[src/include/sent_defines.svh]
// line timing and CRC constants for the SENT transmitter; include wherever a value is needed
`ifndef SENT_DEFINES_SVH
`define SENT_DEFINES_SVH

// ----------------------------------------------------------------------
// clocking
// ----------------------------------------------------------------------
`define SENT_CLK_FREQ 10000000                        // system clock in Hz
`define SENT_CLKS_PER_US (`SENT_CLK_FREQ / 1000000)  // prescaler period

// ----------------------------------------------------------------------
// buffering
// ----------------------------------------------------------------------
`define SENT_FIFO_DEPTH 32 // queued frames, power of two

// ----------------------------------------------------------------------
// pulse lengths in ticks
// ----------------------------------------------------------------------
`define SENT_SYNC_TICKS 56        // calibration / sync pulse
`define SENT_NIBBLE_BASE_TICKS 12 // nibble of value 0

// recommended CRC-4, x^4+x^3+x^2+1 with the x^4 term implied
`define SENT_CRC_SEED 4'b0101
`define SENT_CRC_POLY 4'b1101

// line config after reset
`define SENT_DFLT_CTICK 8'd3       // 3 us tick
`define SENT_DFLT_LTICK 8'd4       // 4 low ticks
`define SENT_DFLT_PAUSE_LEN 10'd12 // shortest legal pause

`endif

[src/hdl/sent_pkg.sv]
// shared SENT transmitter types, referenced by scoped name from each RTL block
`default_nettype none

package sent_pkg;

  // ----------------------------------------------------------------------
  // line configuration, 27 bits
  // ----------------------------------------------------------------------
  typedef struct packed {
    logic [7:0] ctick_len; // tick length in us, 3..90
    logic [7:0] ltick_len; // low phase ticks, >= 4
    logic       pause_en;  // append pause pulse after crc
    logic [9:0] pause_len; // pause in ticks, 12..768
  } sent_cfg_t;

  // ----------------------------------------------------------------------
  // one queued frame, 31 bits
  // ----------------------------------------------------------------------
  // data nibble 1 sits in data[23:20], nibble 6 in data[3:0]
  typedef struct packed {
    logic [2:0]  len;    // data nibbles, 1..6
    logic [3:0]  status; // status / comm nibble
    logic [23:0] data;   // up to six data nibbles
  } sent_frame_t;

  // ----------------------------------------------------------------------
  // frame engine states
  // ----------------------------------------------------------------------
  // one state per pulse kind on the line
  typedef enum logic [2:0] {
    IDLE   = 3'd0, // line high, waiting for a frame
    SYNC   = 3'd1, // 56 tick calibration pulse
    STATUS = 3'd2, // status nibble
    DATA   = 3'd3, // data nibbles
    CRC    = 3'd4, // checksum nibble
    PAUSE  = 3'd5  // optional pause pulse
  } sent_state_e;

endpackage

`default_nettype wire

[src/hdl/sent_host_if.sv]
// host side of the SENT transmitter: frame write strobe and deferred config update
`timescale 1ns/1ns
`default_nettype none

`include "sent_defines.svh"

module sent_host_if (
  input  logic                clk,
  input  logic                rst,
  input  logic                cfg_vld,     // one cycle config strobe
  input  sent_pkg::sent_cfg_t cfg,         // new config from host
  input  logic                frame_vld,   // frame strobe
  input  logic                engine_idle, // engine between frames
  input  logic                fifo_empty,  // registered fifo level
  output logic                wr,          // fifo write
  output sent_pkg::sent_cfg_t active_cfg   // config used on the line
);

  // ----------------------------------------------------------------------
  // pending config
  // ----------------------------------------------------------------------
  sent_pkg::sent_cfg_t cfg_pend; // last config written by host
  logic                pend;     // cfg_pend not applied yet
  logic                apply;    // safe point to switch config

  // only switch with nothing on the line and nothing queued
  assign apply = pend && engine_idle && fifo_empty;

  always_ff @(posedge clk)
  begin
    if (cfg_vld)
      cfg_pend <= cfg; // newest write wins
  end

  always_ff @(posedge clk or posedge rst)
  begin
    if (rst)
      pend <= 1'b0;
    else if (cfg_vld)
      pend <= 1'b1; // a write in the apply cycle stays pending
    else if (apply)
      pend <= 1'b0;
  end

  // ----------------------------------------------------------------------
  // active config
  // ----------------------------------------------------------------------
  always_ff @(posedge clk or posedge rst)
  begin
    if (rst)
    begin
      active_cfg.ctick_len <= `SENT_DFLT_CTICK;
      active_cfg.ltick_len <= `SENT_DFLT_LTICK;
      active_cfg.pause_en  <= 1'b0;
      active_cfg.pause_len <= `SENT_DFLT_PAUSE_LEN;
    end
    else if (apply)
      active_cfg <= cfg_pend;
  end

  // frames go straight to the fifo, full drops happen there
  assign wr = frame_vld;

endmodule

`default_nettype wire

[src/hdl/sent_frame_fifo.sv]
// frame buffer between host interface and frame engine; head shows the oldest frame at once
`timescale 1ns/1ns
`default_nettype none

`include "sent_defines.svh"

module sent_frame_fifo (
  input  logic                  clk,
  input  logic                  rst,
  input  logic                  wr,    // write strobe, ignored when full
  input  sent_pkg::sent_frame_t wdata, // frame to queue
  input  logic                  pop,   // drop head
  output sent_pkg::sent_frame_t head,  // oldest frame, no read latency
  output logic                  empty, // registered
  output logic                  full   // registered
);

  localparam int DEPTH = `SENT_FIFO_DEPTH;
  localparam int AW    = $clog2(DEPTH);

  // ----------------------------------------------------------------------
  // storage and pointers
  // ----------------------------------------------------------------------
  sent_pkg::sent_frame_t mem [0:DEPTH-1];

  logic [AW:0] wr_ptr; // extra msb tells full from empty
  logic [AW:0] rd_ptr;
  logic        empty_now; // current pointer state
  logic        full_now;
  logic        wr_ok;
  logic        rd_ok;

  assign empty_now = (wr_ptr == rd_ptr);
  assign full_now  = (wr_ptr[AW] != rd_ptr[AW]) &&
                     (wr_ptr[AW-1:0] == rd_ptr[AW-1:0]);

  // guards use the live state so nothing is overwritten in the flag lag cycle
  assign wr_ok = wr && !full_now;
  assign rd_ok = pop && !empty_now;

  always_ff @(posedge clk)
  begin
    if (wr_ok)
      mem[wr_ptr[AW-1:0]] <= wdata;
  end

  assign head = mem[rd_ptr[AW-1:0]]; // first word fall through

  always_ff @(posedge clk or posedge rst)
  begin
    if (rst)
    begin
      wr_ptr <= '0;
      rd_ptr <= '0;
    end
    else
    begin
      if (wr_ok)
        wr_ptr <= wr_ptr + 1'b1;
      if (rd_ok)
        rd_ptr <= rd_ptr + 1'b1;
    end
  end

  // ----------------------------------------------------------------------
  // status flags, one cycle behind the pointers
  // ----------------------------------------------------------------------
  always_ff @(posedge clk or posedge rst)
  begin
    if (rst)
    begin
      empty <= 1'b1;
      full  <= 1'b0;
    end
    else
    begin
      empty <= empty_now;
      full  <= full_now;
    end
  end

endmodule

`default_nettype wire

[src/hdl/sent_tick_gen.sv]
// SENT clock tick strobe from the system clock; ticks run only while a frame is on the line
`timescale 1ns/1ns
`default_nettype none

`include "sent_defines.svh"

module sent_tick_gen (
  input  logic       clk,
  input  logic       rst,
  input  logic       run,       // low holds the tick divider cleared
  input  logic [7:0] ctick_len, // tick length in us
  output logic       tick       // one cycle per SENT tick
);

  localparam int CLKS_PER_US = `SENT_CLKS_PER_US;
  localparam int PW          = $clog2(CLKS_PER_US + 1);
  localparam logic [PW-1:0] US_LAST = PW'(CLKS_PER_US - 1);

  logic [PW-1:0] us_cnt;   // clocks within a microsecond
  logic          us_stb;   // last clock of a microsecond
  logic [7:0]    tick_cnt; // microseconds within a tick
  logic          tick_last;

  // ----------------------------------------------------------------------
  // microsecond prescaler, free running
  // ----------------------------------------------------------------------
  assign us_stb = (us_cnt == US_LAST);

  always_ff @(posedge clk or posedge rst)
  begin
    if (rst)
      us_cnt <= '0;
    else if (us_stb)
      us_cnt <= '0;
    else
      us_cnt <= us_cnt + 1'b1;
  end

  // ----------------------------------------------------------------------
  // tick divider
  // ----------------------------------------------------------------------
  assign tick_last = (tick_cnt == ctick_len - 8'd1);

  always_ff @(posedge clk or posedge rst)
  begin
    if (rst)
      tick_cnt <= 8'd0;
    else if (!run)
      tick_cnt <= 8'd0; // restart so the first tick is a whole one
    else if (us_stb)
      tick_cnt <= tick_last ? 8'd0 : tick_cnt + 8'd1;
  end

  assign tick = run && us_stb && tick_last;

endmodule

`default_nettype wire

[src/hdl/sent_frame_engine.sv]
// SENT frame sequencer: pulls frames from the FIFO and drives sync, nibbles, CRC and pause
`timescale 1ns/1ns
`default_nettype none

`include "sent_defines.svh"

module sent_frame_engine (
  input  logic                  clk,
  input  logic                  rst,
  input  logic                  tick,  // SENT tick strobe
  input  sent_pkg::sent_cfg_t   cfg,   // active line config
  input  sent_pkg::sent_frame_t head,  // fifo head
  input  logic                  empty, // registered fifo empty
  output logic                  pop,   // head consumed this cycle
  output logic                  idle,  // no frame on the line
  output logic                  sent   // line, idles high
);

  // one CRC-4 step: multiply remainder by x^4, reduce, add the new nibble
  function automatic logic [3:0] crc4_step(input logic [3:0] crc_in, input logic [3:0] nib);
    logic [3:0] r;
    int         i;
    r = crc_in;
    for (i = 0; i < 4; i++)
    begin
      if (r[3])
        r = {r[2:0], 1'b0} ^ `SENT_CRC_POLY;
      else
        r = {r[2:0], 1'b0};
    end
    return r ^ nib;
  endfunction

  // pulse length of a nibble in ticks
  function automatic logic [9:0] nib_ticks(input logic [3:0] nib);
    return 10'(`SENT_NIBBLE_BASE_TICKS) + {6'd0, nib};
  endfunction

  // ----------------------------------------------------------------------
  // state and counters
  // ----------------------------------------------------------------------
  sent_pkg::sent_state_e state;

  logic [9:0]  tick_cnt;  // ticks into current pulse
  logic [9:0]  pulse_len; // ticks of current pulse
  logic [27:0] nib_sr;    // status then data, current nibble on top
  logic [2:0]  len_q;     // data nibbles in this frame
  logic [2:0]  nib_cnt;   // data nibble now on the line, 1 based
  logic [3:0]  crc;       // running checksum

  logic       pulse_end;   // last tick of a pulse
  logic       frame_done;  // last pulse of the frame ends
  logic       start_frame; // load head and begin sync
  logic [3:0] next_nib;    // nibble after the one on the line
  logic [3:0] crc_next;    // checksum with next_nib folded in
  logic [3:0] crc_final;   // checksum extended by a zero nibble

  assign pulse_end  = tick && (tick_cnt == pulse_len - 10'd1);
  assign frame_done = pulse_end &&
                      ((state == sent_pkg::CRC && !cfg.pause_en) ||
                       state == sent_pkg::PAUSE);

  // back to back frames skip idle entirely
  assign start_frame = !empty && (state == sent_pkg::IDLE || frame_done);
  assign pop         = start_frame;
  assign idle        = (state == sent_pkg::IDLE);

  assign next_nib  = nib_sr[23:20];
  assign crc_next  = crc4_step(crc, next_nib);
  assign crc_final = crc4_step(crc, 4'd0); // recommended zero extension

  // ----------------------------------------------------------------------
  // sequencer
  // ----------------------------------------------------------------------
  always_ff @(posedge clk or posedge rst)
  begin
    if (rst)
    begin
      state     <= sent_pkg::IDLE;
      tick_cnt  <= 10'd0;
      pulse_len <= 10'(`SENT_SYNC_TICKS);
      len_q     <= 3'd0;
      nib_cnt   <= 3'd0;
      crc       <= `SENT_CRC_SEED;
    end
    else if (start_frame)
    begin
      state     <= sent_pkg::SYNC;
      tick_cnt  <= 10'd0;
      pulse_len <= 10'(`SENT_SYNC_TICKS);
      len_q     <= head.len;
      nib_cnt   <= 3'd0;
      crc       <= `SENT_CRC_SEED; // status nibble not covered
    end
    else if (pulse_end)
    begin
      tick_cnt <= 10'd0;
      case (state)
        sent_pkg::SYNC:
        begin
          state     <= sent_pkg::STATUS;
          pulse_len <= nib_ticks(nib_sr[27:24]); // status
        end
        sent_pkg::STATUS:
        begin
          state     <= sent_pkg::DATA;
          pulse_len <= nib_ticks(next_nib);
          crc       <= crc_next;
          nib_cnt   <= 3'd1;
        end
        sent_pkg::DATA:
        begin
          if (nib_cnt >= len_q)
          begin
            state     <= sent_pkg::CRC;
            pulse_len <= nib_ticks(crc_final);
            crc       <= crc_final;
          end
          else
          begin
            pulse_len <= nib_ticks(next_nib);
            crc       <= crc_next;
            nib_cnt   <= nib_cnt + 3'd1;
          end
        end
        sent_pkg::CRC:
        begin
          if (cfg.pause_en)
          begin
            state     <= sent_pkg::PAUSE;
            pulse_len <= cfg.pause_len;
          end
          else
            state <= sent_pkg::IDLE; // fifo empty, else start_frame won
        end
        default:
          state <= sent_pkg::IDLE; // end of pause
      endcase
    end
    else if (tick)
      tick_cnt <= tick_cnt + 10'd1;
  end

  // nibble shifter, top nibble is the one on the line
  always_ff @(posedge clk)
  begin
    if (start_frame)
      nib_sr <= {head.status, head.data};
    else if (pulse_end && (state == sent_pkg::STATUS || state == sent_pkg::DATA))
      nib_sr <= nib_sr << 4;
  end

  // ----------------------------------------------------------------------
  // line driver
  // ----------------------------------------------------------------------
  // low for the first ltick_len ticks of each pulse, one clock behind the tick
  always_ff @(posedge clk or posedge rst)
  begin
    if (rst)
      sent <= 1'b1;
    else
      sent <= !(state != sent_pkg::IDLE && tick_cnt < {2'd0, cfg.ltick_len});
  end

endmodule

`default_nettype wire

[src/hdl/sent_tx.sv]
// SENT transmitter top: host interface, frame FIFO, tick generator and frame engine
`timescale 1ns/1ns
`default_nettype none

module sent_tx (
  input  logic                  clk,
  input  logic                  rst,
  input  logic                  cfg_vld,    // config strobe
  input  sent_pkg::sent_cfg_t   cfg,        // config word
  input  logic                  frame_vld,  // frame strobe
  input  sent_pkg::sent_frame_t frame,      // frame word
  output logic                  fifo_empty, // registered
  output logic                  fifo_full,  // registered, writes dropped
  output logic                  sent        // SENT line
);

  // ----------------------------------------------------------------------
  // interconnect
  // ----------------------------------------------------------------------
  logic                  wr;
  sent_pkg::sent_cfg_t   active_cfg;
  sent_pkg::sent_frame_t head;
  logic                  pop;
  logic                  idle;
  logic                  tick;

  sent_host_if u_host_if (
    .clk         (clk),
    .rst         (rst),
    .cfg_vld     (cfg_vld),
    .cfg         (cfg),
    .frame_vld   (frame_vld),
    .engine_idle (idle),
    .fifo_empty  (fifo_empty),
    .wr          (wr),
    .active_cfg  (active_cfg)
  );

  sent_frame_fifo u_fifo (
    .clk   (clk),
    .rst   (rst),
    .wr    (wr),
    .wdata (frame),
    .pop   (pop),
    .head  (head),
    .empty (fifo_empty),
    .full  (fifo_full)
  );

  // divider only runs while a frame is in flight
  sent_tick_gen u_tick_gen (
    .clk       (clk),
    .rst       (rst),
    .run       (!idle),
    .ctick_len (active_cfg.ctick_len),
    .tick      (tick)
  );

  sent_frame_engine u_engine (
    .clk   (clk),
    .rst   (rst),
    .tick  (tick),
    .cfg   (active_cfg),
    .head  (head),
    .empty (fifo_empty),
    .pop   (pop),
    .idle  (idle),
    .sent  (sent)
  );

endmodule

`default_nettype wire

[config.mk]
export PLATFORM = sky130hd
export DESIGN_NAME = sent_tx
export DESIGN_NICKNAME = d
export VERILOG_FILES = /design/src/hdl/sent_pkg.sv /design/src/hdl/sent_host_if.sv /design/src/hdl/sent_frame_fifo.sv /design/src/hdl/sent_tick_gen.sv /design/src/hdl/sent_frame_engine.sv /design/src/hdl/sent_tx.sv
export VERILOG_INCLUDE_DIRS = /design/src /design/src/include
export SDC_FILE = /design/constraint.sdc
export NUM_CORES = 1
export LEC_CHECK = 0
export BUFFER_PORTS_ARGS = -buffer_cell sky130_fd_sc_hd__buf_2
export CORE_UTILIZATION = 60
export CTS_BUF_LIST = sky130_fd_sc_hd__clkbuf_8
export DETAILED_ROUTE_END_ITERATION = 7
export PLACE_DENSITY = 0.76
export SLEW_MARGIN = 20
export SYNTH_ARGS = -nofsm -noshare
export SYNTH_HDL_FRONTEND = slang
export SYNTH_SLANG_ARGS = --single-unit
[constraint.sdc]
create_clock -name clk -period 4.4 [get_ports clk]
set_clock_uncertainty 0.15 [all_clocks]
set_input_delay 0.66 -clock clk [delete_from_list [all_inputs] [get_ports clk]]
set_output_delay 0.66 -clock clk [all_outputs]
set_load 0.01 [all_outputs]
==> run summary, run 1 <==
The run finished with clean final reports. The fraction of power consumed by the clock network came out at 0.372. The floorplan step defined a core boundary enclosing 73500 um2.

The number of logic stages on the critical path including buffering is 11. The first-pass detailed-route iteration total came out at 5. The area of the die came out at between 70000 and 80000 um2.

The upper clock frequency limit is around 0.26 GHz. The count of instances resized after the clock tree is built came out at 0. The post-detailed-route via-to-cell ratio came out at ~6.4. The placer's final routability congestion estimate came out at approximately 0.9. The total number of yosys warnings came out at 0.

The number of buffers on the longest clock path is 3. The transition time at the pin with the least slew margin came out at around 1.2 ns. The most common flop cell mapped by yosys is sky130_fd_sc_hd__edfxtp_1. The startpoint of the worst setup timing path is u_host_if.active_cfg[19]$_DFFE_PP1P_.

The synthesized cell area is 44800 um2. The total vias in the final route is 21896. Setup violations remaining at the end of the flow were counted as 0. The total grt overflow came out at 0.

The cell count of the worst reg-to-reg path is 11. The clock buffer count from CTS is 177. Of the synthesized area, sequential elements account for 0.751. The endpoint of the worst setup timing path is u_engine.nib_sr[17]$_DFFE_PP_. The clock reaches the later pin of the worst-skew pair after around 0.84 ns. The clock net in this run drives a total of about 1100 sinks. The worst register-to-register path begins at u_host_if.active_cfg[19]$_DFFE_PP1P_.

The reg-to-reg critical path endpoint is u_engine.nib_sr[17]$_DFFE_PP_. The total power divided by cell area came out at 439 nW/um2. The largest stage delay on the critical path is about 0.59 ns.

The internal power of the cells is between 15 and 20 mW. The largest individual stage delay along the critical path comes from the cell sky130_fd_sc_hd__dfstp_2. The count of maximum capacitance violations is 0. The number of enable flip-flop cells after synthesis came out at about 1000. The initial antenna violation count came out at 3.

The average cell area after synthesis is about 22 um2. After detailed routing, the average wire length per cell comes to between 20 and 30 um. Summed over all cells, the static leakage comes to 16.7 nW. The launching element type of the critical path is a flip-flop.

The number of design-rule violations left by the first detailed-router iteration is between 2000 and 3000. After layout, the minimum clock period comes to ~3.9 ns. The flop-to-flop setup slack came out at slightly above 0.5 ns.

The estimated wirelength of the detail-placed design is between 50000 and 60000 um. The max-slew violation count is 0. Setup repair after global routing left no endpoint under its margin.

The cell that appears most often on the critical path is sky130_fd_sc_hd__nor2b_1. The starting density of the core is 0.610. The cell row count came out at slightly below 100. The number of nets in the layout is 2380. The number of remaining DRC errors came out at 0. TritonCTS built the clock tree. The hold violation count in the final report came out at 0. The critical path is of the reg2reg type. The number of instances in the synthesized netlist came out at between 2000 and 2500.

In this run the tightest slew margin relative to its limit is 0.199. The register clock-pin slew on the reported worst setup and hold paths is approximately 0.060 ns. The total power draw came out at between 20 and 25 mW. For this run, the total global-route usage over all layers was measured as 0.273. After detailed routing, the total wire length is 99400 um. The switching share of power came out at 0.232. The share of post-route cells with drive strength above 1 came out at 0.322.

The count of nets left with antenna violations once routing finished came out at 0. STA classifies the critical path endpoint as a flip-flop. The die extent in y is 275 um.

The total of buffers placed on input and output ports came out at 64. In this run the worst path has a maximum fanout of 28. The class of the most critical hold timing path is in2reg.

The via count of the first global-routing pass is 22712. The total nets after synthesis is roughly 2200. The signal arrival time at the worst endpoint came out at between 4 and 5 ns. Of the total power, registers draw 0.568. Compared with the post-synthesis result, the final layout area differs by 12.6%. The number of top-level design ports is 65. The number of buffers and inverters on the critical path is 2. The critical path goes through inv_1, ha_1, nor2b_1, or3_1, a31oi_1, nand4_1, nor2b_1, a31oi_4, or2_2, nand2_1, buf_4. The first global-routing pass estimated approximately 150000 um of wire. The required time reported for the critical path endpoint came out at roughly 4.7 ns. The tree is rooted in a sky130_fd_sc_hd__clkbuf_8. The post-synthesis cell type count is 65. The H-tree depth came out at 4.

The setup TNS after final layout is 0 ns. For this design the total switching power over the nets is about 5.1 mW. The largest net degree at the start of global routing came out at 144.

The family of cells with the greatest summed delay on the critical path is simple AND/OR/NAND/NOR gates. Counting flops with an async set or reset pin after synthesis yields a share of 0.0775. Counting flops and latches in the post-synthesis netlist gives roughly 1100. The post-route clock period utilization came out at 0.884. The die span in x came out at 275 um.

The worst vdd rail ir drop is ~0.00033 V. The share of power burned in combinational logic is 0.060.
==> worst reg2reg max path, stage by stage, from the launching register on <==
cell and delay, ns:
sky130_fd_sc_hd__dfstp_2 0.59, sky130_fd_sc_hd__inv_1 0.06, sky130_fd_sc_hd__ha_1 0.29, sky130_fd_sc_hd__nor2b_1 0.17
sky130_fd_sc_hd__or3_1 0.36, sky130_fd_sc_hd__a31oi_1 0.21, sky130_fd_sc_hd__nand4_1 0.11, sky130_fd_sc_hd__nor2b_1 0.38
sky130_fd_sc_hd__a31oi_4 0.25, sky130_fd_sc_hd__or2_2 0.46, sky130_fd_sc_hd__nand2_1 0.10, sky130_fd_sc_hd__buf_4 0.39
==> timing repair <==
item	CTS	global route
hold buffers	28	0
hold endpoints to repair	53	0
setup buffers	0	0
==> per-layer routing <==
layer	part of all wire	up-vias	global-route usage	wire length, um
li1	-	9043	-	-
met4	0.025	2	0.0912	2510
met1	0.39	11524	0.375	38900
met2	0.50	1135	0.443	50100
met3	0.080	192	0.0570	7910
met5	0.00013	-	0	13
==> stage by stage <==
step | hold slack [ns] | worst slack [ns] | util | instance area (um2) | std cells
after floorplan | 0.300 | 0.513 | - | 44800 | 2072
after global placement | 0.310 | 0.646 | 0.638 | 46900 | 3047
final | 0.177 | 0.511 | 0.687 | 50500 | 3396
after global routing | 0.145 | 0.308 | 0.687 | 50500 | 3395
after CTS | 0.103 | 0.548 | 0.687 | 50500 | 3394
after detailed placement | 0.318 | 0.599 | 0.638 | 46900 | 3047
==> worst min-delay path by stage <==
stage | start | endpoint | slack (ns) | cells after the start
after global routing | frame[11] | u_fifo.mem[18][11]$_DFFE_PP_ | 0.15 | 1
final | frame[11] | u_fifo.mem[25][11]$_DFFE_PP_ | 0.18 | 1
after CTS | frame[22] | u_fifo.mem[22][22]$_DFFE_PP_ | 0.10 | 1
after floorplan | u_host_if.pend$_DFFE_PP0P_ | u_host_if.pend$_DFFE_PP0P_ | 0.30 | 1
after global placement | u_host_if.pend$_DFFE_PP0P_ | u_host_if.pend$_DFFE_PP0P_ | 0.31 | 1
after detailed placement | u_host_if.cfg_pend[10]$_DFFE_PP_ | u_host_if.active_cfg[10]$_DFFE_PP0P_ | 0.32 | 1
==> cell usage after synthesis, drive strengths merged, types with 23 or more instances <==
cell type	instances	area (um2)
ha	23	288
xnor2	27	236
xor2	33	297
nand2	54	203
nor2	72	278
mux2	72	871
buf	43	223
dfrtp	76	1900
inv	33	124
o21ai	29	145
clkbuf	62	233
edfxtp	1047	31400
mux4	310	6980
==> logic make-up (layout without fill, tap and decap cells) <==
family	Yosys count	count (layout)	synth area share
flops	1135	1135	0.751
mux	401	401	0.179
simple gates	228	228	0.0252
buf+inv	138	501	0.0129
compound gates	87	87	0.0130
xor+xnor	60	60	0.0119
fa+ha+maj	23	23	0.00642
other cells	0	2	0
==> power groups by stage <==
stage          Clock (mW)  Combinational (mW)  Sequential [mW]
6_report             8.23                1.33             12.6
4_1_cts              8.35                1.33             12.6
2_1_floorplan           0               0.604             12.7
3_3_place_gp            0                1.26             12.7
5_1_grt              8.82                1.39             12.6
3_5_place_dp            0                1.30             12.8
==> cell type report <==
class | count | area, um2
Inverter | 33 | 125
Multi-Input combinational cell | 799 | 10800
Timing Repair Buffer | 149 | 1340
Antenna cell | 2 | 5.00
Sequential cell | 1135 | 33700
Clock buffer | 189 | 2600
Clock inverter | 130 | 707
Tap cell | 959 | 1200
Fill cell | 4333 | 23000
==> registers in the layout, indices dropped and copies added, names as in the netlist, 3 cells and up <==
register	count
u_engine.len_q	3
u_engine.nib_cnt	3
u_engine.pulse_len	10
u_host_if.cfg_pend	27
u_engine.tick_cnt	10
u_engine.nib_sr	28
u_fifo.wr_ptr	6
u_engine.crc	4
u_tick_gen.us_cnt	4
u_host_if.active_cfg	27
u_tick_gen.tick_cnt	8
u_fifo.mem	992
u_engine.state	3
u_fifo.rd_ptr	6
==> cells in the final DEF, fill, tap and decap left out, types with 3 or more instances in the layout <==
master and n:
sky130_fd_sc_hd__or2_2 3, sky130_fd_sc_hd__ha_1 23, sky130_fd_sc_hd__inv_1 89, sky130_fd_sc_hd__nand3b_1 4
sky130_fd_sc_hd__mux2_4 16, sky130_fd_sc_hd__dfrtp_1 71, sky130_fd_sc_hd__nor2_4 33, sky130_fd_sc_hd__buf_12 25
sky130_fd_sc_hd__inv_8 4, sky130_fd_sc_hd__or3_1 7, sky130_fd_sc_hd__buf_4 32, sky130_fd_sc_hd__nor2_1 39
sky130_fd_sc_hd__dfstp_2 12, sky130_fd_sc_hd__mux2i_1 19, sky130_fd_sc_hd__a21oi_1 17, sky130_fd_sc_hd__nand2_1 54
sky130_fd_sc_hd__dfrtp_4 4, sky130_fd_sc_hd__dlygate4sd3_1 28, sky130_fd_sc_hd__o21ai_0 28, sky130_fd_sc_hd__xor2_1 32
sky130_fd_sc_hd__and2_1 3, sky130_fd_sc_hd__edfxtp_1 1047, sky130_fd_sc_hd__a21o_1 9, sky130_fd_sc_hd__nor2b_1 9
sky130_fd_sc_hd__clkinv_1 44, sky130_fd_sc_hd__nor4_1 4, sky130_fd_sc_hd__nor3_1 17, sky130_fd_sc_hd__nand2b_1 9
sky130_fd_sc_hd__nand4_1 16, sky130_fd_sc_hd__mux2_2 56, sky130_fd_sc_hd__and3_1 5, sky130_fd_sc_hd__clkinv_2 14
sky130_fd_sc_hd__mux4_2 310, sky130_fd_sc_hd__buf_2 64, sky130_fd_sc_hd__xnor2_1 27, sky130_fd_sc_hd__clkinv_8 3
sky130_fd_sc_hd__nand3_1 15, sky130_fd_sc_hd__clkbuf_8 189, sky130_fd_sc_hd__bufinv_16 4, sky130_fd_sc_hd__a31oi_1 5
(Power assumes the default switching activity.)
==> run 2, diff against run 1 <==
BUFFER_PORTS_ARGS = -buffer_cell sky130_fd_sc_hd__buf_4   (was -buffer_cell sky130_fd_sc_hd__buf_2)
==> run summary, run 2 (synthesis results as in run 1) <==
The reg-to-reg startpoint is u_engine.pulse_len[0]$_DFFE_PP0P_ (was u_host_if.active_cfg[19]$_DFFE_PP1P_). The count of instances resized after the clock tree is built was 0 (unchanged). The internal power of the cells came out at 17.0 mW (about the same). The signal arrival time at the worst endpoint is 4.28 ns (was 4.20 ns). The number of buffers on the longest clock path is 3 (unchanged). The largest net degree at the start of global routing is 95 (was 144). The worst relative slew slack is 0.415 (was 0.199).

The final worst slack came out at 0.436 ns (was 0.511 ns). The clock tree from TritonCTS was built (unchanged). The largest stage delay on the critical path came out at 0.45 ns (was 0.59 ns). The class of the most critical hold timing path is in2reg (unchanged). The cell row count is 99 (unchanged). The share of power burned in combinational logic came to 0.061 (was 0.060). The post-detailed-route via-to-cell ratio came out at 6.46 (was 6.45).

The residual antenna-violating net count after detailed routing is 0 (unchanged). The fraction of power consumed by the clock network came out at 0.369 (was 0.372). The most common cell after layout, fill and taps aside is sky130_fd_sc_hd__edfxtp_1 (unchanged). The estimated wirelength of the detail-placed design was 55000 um (was 53900 um).

The H-tree depth is 4 (unchanged). Most frequent cells in the layout: 1047 x sky130_fd_sc_hd__edfxtp_1, 310 x sky130_fd_sc_hd__mux4_2, 181 x sky130_fd_sc_hd__clkbuf_8 (was 1047 x sky130_fd_sc_hd__edfxtp_1, 310 x sky130_fd_sc_hd__mux4_2, 189 x sky130_fd_sc_hd__clkbuf_8). The placer's final routability congestion estimate is 0.889 (was 0.874). The endpoint class of the critical path is a flip-flop (unchanged). The switching component of the power is 5.13 mW (about the same). The required time reported for the critical path endpoint came out at 4.72 ns (was 4.71 ns). Ordered cell list for the critical path: inv_1, ha_1, nand2b_1, a21oi_1, a311o_1, a211oi_2, o2111a_1, a31oi_4, or2_2, nand2_1, buf_4 (was inv_1, ha_1, nor2b_1, or3_1, a31oi_1, nand4_1, nor2b_1, a31oi_4, or2_2, nand2_1, buf_4).

The total buffers and inverters traversed by the critical path came out at 2 (unchanged). The number of sinks on the clock net is 1135 (unchanged). The via count of the first global-routing pass is 22467 (was 22712). The startpoint of the most critical hold path is frame[14] (was frame[11]). The root buffer cell was sky130_fd_sc_hd__clkbuf_8 (unchanged). The type of the worst setup path is reg2reg (unchanged). The highest fanout seen on the critical path came out at 28 (unchanged).

The transition time at the pin with the least slew margin was 0.870 ns (was 1.20 ns). The starting density of the core came out at 0.610 (unchanged). The initial antenna violation count is 2 (was 3). The clock latency of the later-clocked register in the worst-skew pair came out at 0.83 ns (was 0.84 ns). The leakage power is 16.7 nW (about the same).

The relative contribution of sequential cells to total power came to 0.570 (was 0.568). The startpoint of the worst setup timing path is u_engine.pulse_len[0]$_DFFE_PP0P_ (was u_host_if.active_cfg[19]$_DFFE_PP1P_). The time the final worst path needs with I/O delays and setup was 3.96 ns (was 3.89 ns). The post-route clock period utilization came out at 0.901 (was 0.884).

The pre-CTS setup slack is 0.554 ns (was 0.599 ns). The total power draw was 22.1 mW (about the same). The final count of negative-setup-slack endpoints is 0 (unchanged). The number of buffers inserted by hold repair at cts came to 28 (unchanged).

The family of cells with the greatest summed delay on the critical path is compound AO/OA/AOI/OAI gates (was simple AND/OR/NAND/NOR gates). The post-detailed-route wirelength per cell is 29.3 um (about the same). The total grt overflow came out at 0 (unchanged). Unrepaired setup endpoints after global routing: no (unchanged). The number of design-rule violations left by the first detailed-router iteration is 2716 (was 2637).

The total power divided by cell area is 436 nW/um2 (was 439 nW/um2). The master of the slowest instance on the critical path is sky130_fd_sc_hd__dfrtp_1 (was sky130_fd_sc_hd__dfstp_2). The launching element type of the critical path is a flip-flop (unchanged). The upper clock frequency limit is 0.252 GHz (was 0.257 GHz). The number of remaining DRC errors is 0 (unchanged). The core utilization of the finished layout is 0.689 (was 0.687). The max-slew violation count came to 0 (unchanged).

The hold violation count in the final report is 0 (unchanged). The first-pass detailed-route iteration total is 5 (unchanged). The layout-stage area growth over the synthesis result is 13.0% (was 12.6%). The area of the die is 75800 um2 (unchanged). The global-route wire length before repair is 147000 um (about the same). The register clock-pin slew on the reported worst setup and hold paths is 0.06 ns (about the same). The hold slack was 0.0782 ns (was 0.177 ns). The share of post-route cells with drive strength above 1 is 0.321 (was 0.322). The switching share of power is 0.232 (about the same). The die extent in y came out at 275 um (unchanged). The number of top-level design ports is 65 (unchanged). The fill cell instance count of the final layout came out at 4313 (was 4333). The clock buffer count from CTS is 175 (was 177). The flip-flop count of the largest register after layout came to 992 (unchanged). The post-CTS setup-driven buffer insertion count is 0 (unchanged). The total of buffers placed on input and output ports came out at 64 (unchanged). Outcome: finished clean (unchanged). The die span in x came out at 275 um (unchanged).

The number of nets in the layout was 2385 (was 2380). The total vias in the final route is 21969 (was 21896). The total length of routed wires came to 99700 um (was 99400 um). The count of maximum capacitance violations came to 0 (unchanged). The worst vdd rail ir drop came out at 0.000343 V (was 0.000332 V). The setup TNS after final layout is 0 ns (unchanged). The area inside the core boundary is 73500 um2 (unchanged). The total global-route track usage came out at 0.273 (about the same).
[run 2: path summary, 6_finish.rpt]
check                                                  endpoint  slack (ns)  depth (start not counted)
setup / recovery                  u_engine.nib_sr[15]$_DFFE_PP_        0.44                         11
hold / removal                     u_fifo.mem[12][14]$_DFFE_PP_        0.08                          1
setup reg to reg                  u_engine.nib_sr[15]$_DFFE_PP_        0.44                         11
hold reg to reg                    u_fifo.rd_ptr[5]$_DFFE_PP0P_        0.34                          1
max in group asynchronous  u_host_if.active_cfg[24]$_DFFE_PP0P_        2.65                          4
min in group asynchronous   u_host_if.active_cfg[5]$_DFFE_PP0P_        0.40                          3
[run 2: layout make-up]
cell class | count | area (um2) | area share
inverters | 33 | 125 | 0.00247
repair buffers | 156 | 1550 | 0.0307
well taps | 959 | 1200 | 0.0237
clock inverters | 137 | 754 | 0.0149
multi-input cells | 799 | 10800 | 0.214
flip-flops and latches | 1135 | 33700 | 0.665
clock buffers | 181 | 2490 | 0.0492
diodes | 1 | 2.50 | 0.0000494
[run 2: stage by stage]
| step | area [um2] | std cells |
|---|---|---|
| 2_1_floorplan | 44800 | 2072 |
| 3_3_place_gp | 47100 | 3054 |
| 3_5_place_dp | 47100 | 3054 |
| 4_1_cts | 50600 | 3400 |
| 5_1_grt | 50600 | 3401 |
| 6_report | 50600 | 3401 |
[run 2: power groups by stage]
stage / combinational, mW / clock, mW / sequential, mW
finish: 1.35 / 8.15 / 12.6
global route: 1.43 / 8.72 / 12.6
CTS: 1.36 / 8.27 / 12.6
detailed placement: 1.33 / 0 / 12.8
global placement: 1.29 / 0 / 12.7
floorplan: 0.604 / 0 / 12.7
[run 2: layer usage]
metal | global-route usage | vias to the layer above | routed length (um)
met5 | 0 | - | 13
met4 | 0.0926 | 2 | 2380
met3 | 0.0515 | 163 | 7860
met2 | 0.438 | 1090 | 49800
met1 | 0.383 | 11650 | 39700
li1 | - | 9064 | -
[run 2: worst reg2reg max path, cell delays in order (launching register included)]
cell and delay [ns]:
sky130_fd_sc_hd__dfrtp_1 0.45, sky130_fd_sc_hd__inv_1 0.12, sky130_fd_sc_hd__ha_1 0.38, sky130_fd_sc_hd__nand2b_1 0.21
sky130_fd_sc_hd__a21oi_1 0.11, sky130_fd_sc_hd__a311o_1 0.36, sky130_fd_sc_hd__a211oi_2 0.23, sky130_fd_sc_hd__o2111a_1 0.43
sky130_fd_sc_hd__a31oi_4 0.24, sky130_fd_sc_hd__or2_2 0.45, sky130_fd_sc_hd__nand2_1 0.11, sky130_fd_sc_hd__buf_4 0.35
